## config.mk

```make
export PLATFORM = sky130hd
export DESIGN_NAME = dacOutTop
export DESIGN_NICKNAME = d
export VERILOG_FILES = /design/src/verilog/dacPkg.sv /design/src/verilog/busPkg.sv /design/src/verilog/lin2exp.sv /design/src/verilog/sampleRegs.sv /design/src/verilog/sampleFifo.sv /design/src/verilog/dacSerializer.sv /design/src/verilog/dacOutTop.sv
export SDC_FILE = /design/constraint.sdc
export NUM_CORES = 1
export LEC_CHECK = 0
export ABC_AREA = 1
export BUFFER_PORTS_ARGS = -buffer_cell sky130_fd_sc_hd__clkbuf_2
export CAP_MARGIN = 20
export CORE_MARGIN = 2
export CORE_UTILIZATION = 64
export DETAILED_ROUTE_END_ITERATION = 16
export PLACE_DENSITY = 0.81
export SETUP_SLACK_MARGIN = 0.5
export SLEW_MARGIN = 40
export SYNTH_ARGS = -nofsm -noshare
export SYNTH_HDL_FRONTEND = slang
export SYNTH_SLANG_ARGS = --single-unit
export TNS_END_PERCENT = 30
```

## constraint.sdc

```tcl
create_clock -name clk -period 7.95 [get_ports clk]
set_input_delay 2.385 -clock clk [delete_from_list [all_inputs] [get_ports clk]]
set_output_delay 2.385 -clock clk [all_outputs]
set_load 0.02 [all_outputs]
```

## src/verilog/dacPkg.sv

```systemverilog
// DAC sample formats: linear samples, stereo pairs, float words and serial framing

package dacPkg;

    ////////////////////////////////////////////////////////////////////////////
    // Sample types
    ////////////////////////////////////////////////////////////////////////////

    typedef logic signed [15:0] linSample_t;    // Two's complement linear sample

    typedef struct packed {
        linSample_t left;                       // Upper half, sent first
        linSample_t right;                      // Lower half, sent second
    } stereoPair_t;

    // YM3012 style float word
    typedef struct packed {
        logic [9:0] man;                        // Signed mantissa
        logic [2:0] exp;                        // 1 = smallest step, 7 = largest
    } floatWord_t;

    ////////////////////////////////////////////////////////////////////////////
    // Serial link framing
    ////////////////////////////////////////////////////////////////////////////

    localparam int slotPad   = 3;               // Leading zeros in each slot
    localparam int slotBits  = 16;              // Pad + mantissa + exponent
    localparam int frameBits = 32;              // Left slot then right slot

endpackage

```

## src/verilog/busPkg.sv

```systemverilog
// AXI4-Lite bus types, sample register map and write-data decoding for the DAC port

package busPkg;

    ////////////////////////////////////////////////////////////////////////////
    // Channel types
    ////////////////////////////////////////////////////////////////////////////

    typedef logic [3:0] axiAddr_t;              // Byte address of a register
    typedef logic [1:0] axiResp_t;

    localparam axiResp_t respOkay   = 2'b00;
    localparam axiResp_t respSlvErr = 2'b10;

    // Master to slave
    typedef struct packed {
        axiAddr_t    awaddr;
        logic        awvalid;
        logic [31:0] wdata;
        logic        wvalid;
        logic        bready;
        axiAddr_t    araddr;
        logic        arvalid;
        logic        rready;
    } axiLiteReq_t;

    // Slave to master
    typedef struct packed {
        logic        awready;
        logic        wready;
        axiResp_t    bresp;
        logic        bvalid;
        logic        arready;
        logic [31:0] rdata;
        axiResp_t    rresp;
        logic        rvalid;
    } axiLiteRsp_t;

    ////////////////////////////////////////////////////////////////////////////
    // Register map
    ////////////////////////////////////////////////////////////////////////////

    localparam axiAddr_t addrSample = 4'h0;     // Write only, pushes one pair
    localparam axiAddr_t addrCtrl   = 4'h4;     // Read and write
    localparam axiAddr_t addrStatus = 4'h8;     // Read only

    typedef struct packed {
        logic [30:0] pad;                       // Reads as zero
        logic        mute;
    } ctrlWord_t;

    typedef struct packed {
        logic [21:0] padHi;
        logic        full;                      // Bit 9
        logic        empty;                     // Bit 8
        logic [2:0]  padLo;
        logic [4:0]  level;                     // Pairs queued
    } statusWord_t;

    // One wdata word, decoded by address
    typedef union packed {
        dacPkg::stereoPair_t pair;              // addrSample view
        ctrlWord_t           ctrl;              // addrCtrl view
    } regWord_u;

endpackage

```

## src/verilog/lin2exp.sv

```systemverilog
// Linear to float converter: 16-bit sample to 10-bit mantissa and 3-bit exponent

`timescale 1ns/100ps

module lin2exp (
    input  dacPkg::linSample_t lin,
    output dacPkg::floatWord_t flt
);

    logic [2:0] n;                              // Sign repeats below the MSB
    logic       run;                            // Still inside the sign run

    always_comb begin
        n   = '0;
        run = 1'b1;
        // Scan lin[14:9] downward while the bits copy the sign
        for (int i = 14; i >= 9; i--) begin
            if (run && (lin[i] == lin[15])) begin
                n = n + 1'b1;
            end else begin
                run = 1'b0;                     // First bit that differs ends the run
            end
        end
        flt.exp = 3'd7 - n;                     // Six repeats give exponent 1
        flt.man = lin[15 - n -: 10];            // Window starts at the last sign copy
    end

endmodule

```

## src/verilog/sampleRegs.sv

```systemverilog
// Sample register slave: AXI4-Lite writes feed the FIFO, mute control and status readback

`timescale 1ns/100ps

module sampleRegs #(
    parameter int fifoDepth = 4
) (
    input  logic                clk,
    input  logic                rst,
    input  busPkg::axiLiteReq_t req,
    output busPkg::axiLiteRsp_t rsp,
    input  logic                full,
    input  logic                empty,
    input  logic [4:0]          level,
    output logic                push,
    output dacPkg::stereoPair_t pushData,
    output logic                mute
);

    localparam int levelBits = $clog2(fifoDepth + 1);  // Meaningful level bits

    busPkg::regWord_u    wrWord;                // wdata seen through the union
    busPkg::regWord_u    ctrlWord;
    busPkg::statusWord_t statusWord;
    logic                wrIsSample;
    logic                wrIsCtrl;
    logic                wrFire;                // AW and W accepted together
    logic                rdFire;
    logic                bvalid;
    logic                rvalid;
    busPkg::axiResp_t    bresp;
    busPkg::axiResp_t    rresp;
    logic [31:0]         rdata;
    logic [31:0]         rdWord;                // Read mux output
    busPkg::axiResp_t    rdResp;

    ////////////////////////////////////////////////////////////////////////////
    // Write channel
    ////////////////////////////////////////////////////////////////////////////

    assign wrWord     = busPkg::regWord_u'(req.wdata);
    assign wrIsSample = (req.awaddr == busPkg::addrSample);
    assign wrIsCtrl   = (req.awaddr == busPkg::addrCtrl);
    // Full FIFO stalls sample writes until a pop
    assign wrFire     = req.awvalid && req.wvalid && !bvalid && !(wrIsSample && full);
    assign push       = wrFire && wrIsSample;
    assign pushData   = wrWord.pair;

    ////////////////////////////////////////////////////////////////////////////
    // Read channel
    ////////////////////////////////////////////////////////////////////////////

    assign rdFire = req.arvalid && !rvalid;     // One read in flight

    always_comb begin
        statusWord       = '0;
        statusWord.level = 5'(level[levelBits-1:0]);
        statusWord.empty = empty;
        statusWord.full  = full;
        ctrlWord         = '0;
        ctrlWord.ctrl.mute = mute;
        rdWord = '0;
        rdResp = busPkg::respOkay;
        case (req.araddr)
            busPkg::addrSample: rdWord = '0;    // Write only, reads zero
            busPkg::addrCtrl:   rdWord = ctrlWord;
            busPkg::addrStatus: rdWord = statusWord;
            default:            rdResp = busPkg::respSlvErr;
        endcase
    end

    always_ff @(posedge clk) begin
        if (rst) begin
            bvalid <= 1'b0;
            rvalid <= 1'b0;
            mute   <= 1'b0;
        end else begin
            if (wrFire) begin
                bvalid <= 1'b1;
            end else if (req.bready) begin
                bvalid <= 1'b0;                 // Held until accepted
            end
            if (rdFire) begin
                rvalid <= 1'b1;
            end else if (req.rready) begin
                rvalid <= 1'b0;
            end
            if (wrFire && wrIsCtrl) begin
                mute <= wrWord.ctrl.mute;
            end
        end
    end

    // Response payloads
    always_ff @(posedge clk) begin
        if (wrFire) begin
            bresp <= (wrIsSample || wrIsCtrl) ? busPkg::respOkay : busPkg::respSlvErr;
        end
        if (rdFire) begin
            rdata <= rdWord;
            rresp <= rdResp;
        end
    end

    always_comb begin
        rsp         = '0;
        rsp.awready = wrFire;
        rsp.wready  = wrFire;                   // Same cycle as awready
        rsp.bresp   = bresp;
        rsp.bvalid  = bvalid;
        rsp.arready = !rvalid;
        rsp.rdata   = rdata;
        rsp.rresp   = rresp;
        rsp.rvalid  = rvalid;
    end

endmodule

```

## src/verilog/sampleFifo.sv

```systemverilog
// Stereo pair FIFO: circular buffer with read and write pointers and a fill level

`timescale 1ns/100ps

module sampleFifo #(
    parameter int fifoDepth = 4
) (
    input  logic                clk,
    input  logic                rst,
    input  logic                push,
    input  dacPkg::stereoPair_t pushData,
    input  logic                pop,
    output dacPkg::stereoPair_t popData,
    output logic                full,
    output logic                empty,
    output logic [4:0]          level
);

    localparam int ptrBits = $clog2(fifoDepth);  // Depth is a power of two

    dacPkg::stereoPair_t mem [fifoDepth];
    logic [ptrBits-1:0]  wrPtr;
    logic [ptrBits-1:0]  rdPtr;
    logic [4:0]          count;
    logic                doPush;
    logic                doPop;

    assign doPush = push && !full;              // Overflow ignored
    assign doPop  = pop && !empty;              // Underflow ignored

    always_ff @(posedge clk) begin
        if (doPush) begin
            mem[wrPtr] <= pushData;
        end
    end

    always_ff @(posedge clk) begin
        if (rst) begin
            wrPtr <= '0;
            rdPtr <= '0;
            count <= '0;
        end else begin
            if (doPush) wrPtr <= wrPtr + 1'b1;  // Wraps at the depth
            if (doPop)  rdPtr <= rdPtr + 1'b1;
            case ({doPush, doPop})
                2'b10:   count <= count + 1'b1;
                2'b01:   count <= count - 1'b1;
                default: count <= count;        // Both or neither
            endcase
        end
    end

    assign popData = mem[rdPtr];                // Head, read without latency
    assign full    = (count == 5'(fifoDepth));
    assign empty   = (count == '0);
    assign level   = count;

endmodule

```

## src/verilog/dacSerializer.sv

```systemverilog
// DAC serializer: pops pairs, converts both channels to float and shifts them out

`timescale 1ns/100ps

module dacSerializer #(
    parameter int clkDiv = 2
) (
    input  logic                clk,
    input  logic                rst,
    input  logic                empty,
    input  dacPkg::stereoPair_t popData,
    input  logic                mute,
    output logic                pop,
    output logic                dacClk,
    output logic                sd,
    output logic                ws
);

    localparam int divBits = (clkDiv > 1) ? $clog2(clkDiv) : 1;
    localparam int bitBits = $clog2(dacPkg::frameBits);

    dacPkg::stereoPair_t          srcPair;      // Zeroed when muted
    dacPkg::floatWord_t           leftFlt;
    dacPkg::floatWord_t           rightFlt;
    logic [dacPkg::frameBits-1:0] frameWord;
    logic [dacPkg::frameBits-1:0] shiftReg;
    logic [divBits-1:0]           divCnt;
    logic [bitBits-1:0]           bitCnt;       // Bit being driven
    logic [bitBits-1:0]           nextBit;
    logic                         busy;
    logic                         divWrap;
    logic                         fallEdge;
    logic                         frameLast;

    ////////////////////////////////////////////////////////////////////////////
    // Conversion
    ////////////////////////////////////////////////////////////////////////////

    assign srcPair = mute ? '0 : popData;       // Zero gives man 0, exp 1

    lin2exp leftConv (
        .lin (srcPair.left),
        .flt (leftFlt)
    );

    lin2exp rightConv (
        .lin (srcPair.right),
        .flt (rightFlt)
    );

    assign frameWord = {{dacPkg::slotPad{1'b0}}, leftFlt,
                        {dacPkg::slotPad{1'b0}}, rightFlt};

    ////////////////////////////////////////////////////////////////////////////
    // Bit clock and shifter
    ////////////////////////////////////////////////////////////////////////////

    assign divWrap   = (divCnt == divBits'(clkDiv - 1));
    assign fallEdge  = busy && divWrap && dacClk;
    assign nextBit   = bitCnt + 1'b1;           // Wraps to 0 after the frame
    assign frameLast = fallEdge && (bitCnt == bitBits'(dacPkg::frameBits - 1));
    assign pop       = (!busy || frameLast) && !empty;  // Back to back frames
    assign sd        = shiftReg[dacPkg::frameBits-1];   // MSB first

    always_ff @(posedge clk) begin
        if (rst) begin
            busy     <= 1'b0;
            dacClk   <= 1'b0;
            ws       <= 1'b0;
            divCnt   <= '0;
            bitCnt   <= '0;
            shiftReg <= '0;
        end else if (pop) begin
            busy     <= 1'b1;                   // Frame starts next cycle
            dacClk   <= 1'b0;
            ws       <= 1'b0;                   // Left slot first
            divCnt   <= '0;
            bitCnt   <= '0;
            shiftReg <= frameWord;              // Mute latched with the words
        end else if (busy) begin
            if (divWrap) begin
                divCnt <= '0;
                dacClk <= !dacClk;
                if (dacClk) begin               // Falling edge moves the data
                    bitCnt   <= nextBit;
                    shiftReg <= shiftReg << 1;
                    ws       <= (nextBit >= bitBits'(dacPkg::slotBits));
                    if (frameLast) begin
                        busy <= 1'b0;           // Nothing queued, clock parks low
                    end
                end
            end else begin
                divCnt <= divCnt + 1'b1;
            end
        end
    end

endmodule

```

## src/verilog/dacOutTop.sv

```systemverilog
// DAC output path top: AXI4-Lite sample slave, pair FIFO and serial DAC link

`timescale 1ns/100ps

module dacOutTop #(
    parameter int fifoDepth = 4,
    parameter int clkDiv    = 2
) (
    input  logic                clk,
    input  logic                rst,
    input  busPkg::axiLiteReq_t req,
    output busPkg::axiLiteRsp_t rsp,
    output logic                dacClk,
    output logic                sd,
    output logic                ws
);

    logic                full;
    logic                empty;
    logic [4:0]          level;
    logic                push;
    logic                pop;
    logic                mute;
    dacPkg::stereoPair_t pushData;
    dacPkg::stereoPair_t popData;

    sampleRegs #(
        .fifoDepth (fifoDepth)
    ) regs (
        .clk      (clk),
        .rst      (rst),
        .req      (req),
        .rsp      (rsp),
        .full     (full),
        .empty    (empty),
        .level    (level),
        .push     (push),
        .pushData (pushData),
        .mute     (mute)
    );

    sampleFifo #(
        .fifoDepth (fifoDepth)
    ) fifo (
        .clk      (clk),
        .rst      (rst),
        .push     (push),
        .pushData (pushData),
        .pop      (pop),
        .popData  (popData),
        .full     (full),
        .empty    (empty),
        .level    (level)
    );

    dacSerializer #(
        .clkDiv (clkDiv)
    ) serializer (
        .clk     (clk),
        .rst     (rst),
        .empty   (empty),
        .popData (popData),
        .mute    (mute),
        .pop     (pop),
        .dacClk  (dacClk),
        .sd      (sd),
        .ws      (ws)
    );

endmodule

```

## Word level (Yosys, flattened, before mapping)

Memories as Yosys holds them, arrays and structs flattened. A register that Yosys moved wholly into a read port is not among the register bits.
Cells that the tools add are included.

- Bits in writable memories: 128
- Memories kept: 1
- Logic and storage cells: 150
- Register bits: 89
- Input port bits: 47
- Output and inout bits: 44

Memory list:

| memory | words | width | rd ports | clocked after memory_dff | write ports | RTL line | RTL |
|---|---|---|---|---|---|---|---|
| fifo.mem | 4 | 32 | 1 | 1 | 1 | sampleFifo.sv:21 | `dacPkg::stereoPair_t mem [fifoDepth];` |

- $lt $le $gt $ge: 1
- Shift-type cells: 2
- Add/sub/neg operators: 20
- Multiplexer cells: 45
- Eq/ne operators: 19
- Reductions and logical operators: 46

Operator list:

| operator | count |
|---|---|
| two-way mux 29 bit | 4 |
| variable part select 25 x 33 -> 10 bit | 2 |
| two-way mux 32 bit | 1 |
| adder 3 x 1 -> 3 bit (second input constant) | 8 |
| two-way mux 1 bit | 24 |
| two-way mux 3 bit | 8 |
| logical AND 1 bit | 23 |
| one-hot mux 10 bit (2 select lines) | 1 |
| equality test 1 bit | 12 |
| two-way mux 2 bit | 6 |
| nonzero test 2 bit | 6 |
| adder 5 x 1 -> 5 bit (second input constant) | 2 |
| one-hot mux 5 bit (2 select lines) | 1 |
| subtractor 4 x 3 -> 5 bit (first input constant) | 2 |
| equality test 4 x 3 -> 1 bit (second input constant) | 2 |
| logical NOT 4 bit | 2 |
| logical NOT 1 bit | 7 |
| AND reduction 3 bit | 2 |
| subtractor 3 bit (first input constant) | 2 |
| equality test 5 x 3 -> 1 bit (second input constant) | 1 |
| equality test 5 bit (second input constant) | 1 |
| >= comparator 5 bit (second input constant) | 1 |
| logical NOT 5 bit | 1 |
| subtractor 5 x 1 -> 5 bit (second input constant) | 1 |
| other kinds (10) | 13 |

## Longest topological paths before layout

- Word-level depth: 16
- Mapped depth: 30
- Gate-level depth less buffers: 29

## By module

A second synthesis with hierarchy kept.

- Cell total of the unflattened synthesis: 1258
- Area, all modules: 10383.7 µm²

Modules (own cells, without submodules):

| module | times used | seq. area each (µm²) | cells each | area an instance (µm²) |
|---|---|---|---|---|
| sampleFifo | 1 | 4063.9 | 406 | 5395.2 |
| dacSerializer | 1 | 800.8 | 365 | 2233.4 |
| sampleRegs | 1 | 270.3 | 125 | 972.2 |
| lin2exp (serializer.rightConv) | 1 | 0.0 | 181 | 892.1 |
| lin2exp (serializer.leftConv) | 1 | 0.0 | 181 | 890.9 |

## Least setup slack after synthesis

OpenSTA, ideal clock, no wires.

- Kind: input -> output
- From: in req[42] (netlist name)
- To: out rsp[39] (netlist name)
- Arrival time: 3174 ps
- Data required time: 5565 ps
- Path slack: 2391 ps
- Cell stages on the path: 7
- Buffers on the path: 1
- Cells stage by stage: nor2_1 > inv_1 > nor2_1 > inv_1 > nor2_1 > a21boi_0 > buf_4

- Longest elaborated chain between the ends: 4

RTL lines:

| what | RTL line | RTL |
|---|---|---|
| from (decl) | dacOutTop.sv:11 | `input busPkg::axiLiteReq_t req,` |
| logical NOT 4 bit | sampleRegs.sv:42 | `assign wrIsSample = (req.awaddr == busPkg::addrSample);` |
| logical AND 1 bit | sampleRegs.sv:45 | `assign wrFire = req.awvalid && req.wvalid && !bvalid && !(wrIsSample && full);` |
| logical NOT 1 bit | sampleRegs.sv:45 |  |
| logical AND 1 bit | sampleRegs.sv:45 |  |
| to (decl) | dacOutTop.sv:12 | `output busPkg::axiLiteRsp_t rsp,` |

Every way passes these cells.

==> out/results.txt <==
CTS tree: yes
Diode count: 0
Clock sinks: 189
Clock Latency Late Sink: 440 ps
Mapped cell area: 9730 sq um
Critical path arrival: 3420 ps
Worst-margin pin slew: 689 ps
Crit share post-route: 0.730
R2R setup slack: 3230 ps
Starting DRT DRC Count: 814
Global-route wire length before repair: 33.1 mm
Max-cap viol count: 0
Yosys top cell by area: edfxtp_1
Largest fanout on the critical path: 5
Clk buf depth: 2
R2r endpoint: serializer.shiftReg[27]
Crit path cell chain: clkbuf_2 -> nor2_1 -> inv_1 -> nor2_1 -> inv_1 -> nor2_1 -> a21boi_0 -> clkbuf_2
Gpl congestion: 0.921
Pins Over Slew Limit: 0
FF+latch count, synth: 189
Largest net degree at the start of global routing: 65
Worst Setup Start Kind: input port
Post-CTS Setup Bufs: 0
Initial Util: 0.647
Crit-path max cell delay: 430 ps
Hold Buf Count CTS: 0
Critical path class: input port to primary output
Sequential share of the synthesized area: 0.528
Slew headroom: 0.541
Multi-input gate area: 3870 sq um
Post-synth cell types: 46
Status: finished clean
Avg Cell Area, Syn: 8.50 sq um
Maximum VDD drop: 335 uV
Yosys Warn Count: 0
IO buf count: 61
Leakage: 4.52 nW
H-tree depth: 4
Num rows: 45
Unrepaired setup endpoints after global routing: no
Most frequent cells in the layout: nand2_1 (335), edfxtp_1 (135), nand3_1 (127), nor2_1 (111), inv_1 (77)
Die width: 127 um
Clk root buf: clkbuf_16
Reg clk slew, reported paths: 70 ps
Filler cell count: 1152
Vias: 7576
Mapped Cells: 1145
EDFF count, synth: 135
Yosys top cell area share: 0.417
Power Density: 430 nW/um^2
Clock Skews: 12.9 ps
CP Capture Type: primary output
Hold Path Depth: 2
Total track usage: 0.259
Routed len/inst: 14.4 um
Crit-path most repeated cell: nor2_1
NumNets Final: 1245
Die height: 127 um
P&R area growth vs syn: 8.39%
Worst Path Required: 5570 ps
Core Util, Final: 0.702
Drt first pass iters: 5
Cts bufs inserted: 17
# DRC: 0
Area contributors post-synth: edfxtp_1 (42%), nand2_1 (13%), dfxtp_1 (11%)
Worst path slowest cell: a21boi_0
Hold Violations, Final: 0
Final WL: 19.9 mm
Min-delay src: serializer.shiftReg[29]
Reg2reg path depth: 26
Post-CTS resize count: 0
Setup violators final: 0
Layout cells sized above 1: 0.122
Most common cell after layout, fill and taps aside: nand2_1
Setup_tns: 0 ps
Ports: 91
Vias in the first global route: 6973
Post-route minimum period: 5800 ps
Antenna violations before repair: 0
Ys async rst share: 0
Die area: 16200 sq um
Fmax: 0.172 GHz
Final ANT Viol Nets: 0
GRT overflow: 0
Detailed placement HPWL: 12.4 mm
Top FF cell, synth: edfxtp_1
Vias per cell: 5.49
HP Class: flip-flop to flip-flop
Core area: 15000 sq um
Register area: 5140 sq um
WHS Endpoint: serializer.shiftReg[29]
[flip-flops by register name, summed over array words and instances, names as in the netlist, 2 cells and up, named ones only]
signal / count
regs.rdata: 5
serializer.shiftReg: 32
fifo.rdPtr: 2
fifo.wrPtr: 2
serializer.bitCnt: 5
fifo.mem: 128
fifo.level: 5
[worst max-delay path: cells and delay by family]
kind                   cells  cell delay [ps]
AO/OA/AOI/OAI              1              430
buffers and inverters      4              470
AND/OR/NAND/NOR            3              140
[worst max-delay path by stage]
stage	end	cells past startpoint	start	slack [ps]
after floorplan	rsp[39]	7	req[42]	2390
after global placement	rsp[39]	8	req[42]	2230
after detailed placement	rsp[40]	8	req[42]	2140
after CTS	rsp[40]	8	req[42]	2140
after global routing	rsp[39]	8	req[42]	2000
final	rsp[40]	8	req[42]	2150
[synthesized netlist by cell type (3+ instances only)]
| cell type | n |
|---|---|
| a21oi_1 | 66 |
| edfxtp_1 | 135 |
| nand4_1 | 6 |
| inv_1 | 77 |
| ha_1 | 16 |
| o21ai_0 | 58 |
| a31oi_1 | 3 |
| o22ai_1 | 3 |
| nand2_2 | 10 |
| buf_4 | 39 |
| nand3_2 | 8 |
| nor2_2 | 3 |
| o211ai_1 | 3 |
| nand2_1 | 335 |
| dfxtp_1 | 54 |
| nor2_4 | 4 |
| clkbuf_1 | 26 |
| o21ai_1 | 5 |
| buf_1 | 3 |
| nand3_1 | 127 |
| nor2_1 | 116 |
| buf_2 | 6 |
| buf_6 | 9 |
| nand2_4 | 3 |
[per-stage QoR]
stage / hold WS (ps) / cell area [sq um] / total power, mW / instances / setup slack [ps]
2_1_floorplan: 436 / 9840 / 3.27 / 1173 / 2390
3_3_place_gp: 449 / 9940 / 3.59 / 1350 / 2230
3_5_place_dp: 452 / 9940 / 3.63 / 1350 / 2140
4_1_cts: 462 / 10600 / 4.51 / 1380 / 2140
5_1_grt: 479 / 10600 / 4.97 / 1380 / 2000
6_report: 461 / 10600 / 4.54 / 1380 / 2150
[where the power goes]
part	switching, mW	total, mW	internal, mW
Clock	0.373	0.874	0.501
Combinational	1.71	2.47	0.763
Sequential	0.0633	1.19	1.13
[cell type report]
| class | count | share of cell area |
|---|---|---|
| Sequential cell | 189 | 0.487 |
| Multi-Input combinational cell | 819 | 0.367 |
| Clock buffer | 17 | 0.0403 |
| Timing Repair Buffer | 72 | 0.0368 |
| Inverter | 82 | 0.0296 |
| Tap cell | 188 | 0.0223 |
| Clock inverter | 13 | 0.0171 |
[logic make-up after synthesis]
group | after synthesis | share of synthesized area
flops | 189 | 0.528
buf+inv | 165 | 0.0866
xor+xnor | 4 | 0.00437
compound gates | 145 | 0.0782
simple gates | 624 | 0.280
fa+ha+maj | 17 | 0.0226
other cells | 1 | 0.000385
[metal layers]
layer  vias up  global-route usage  wire length [um]  part of all wire
li1       3812                   -                 -                 -
met1      3458               0.356              8840              0.44
met2       283               0.417              9530              0.48
met3        23              0.0494              1250             0.063
met4         0              0.0911               253             0.013
met5         -                   0                 0                 0
No activity file was read; power rests on OpenSTA's default activity.
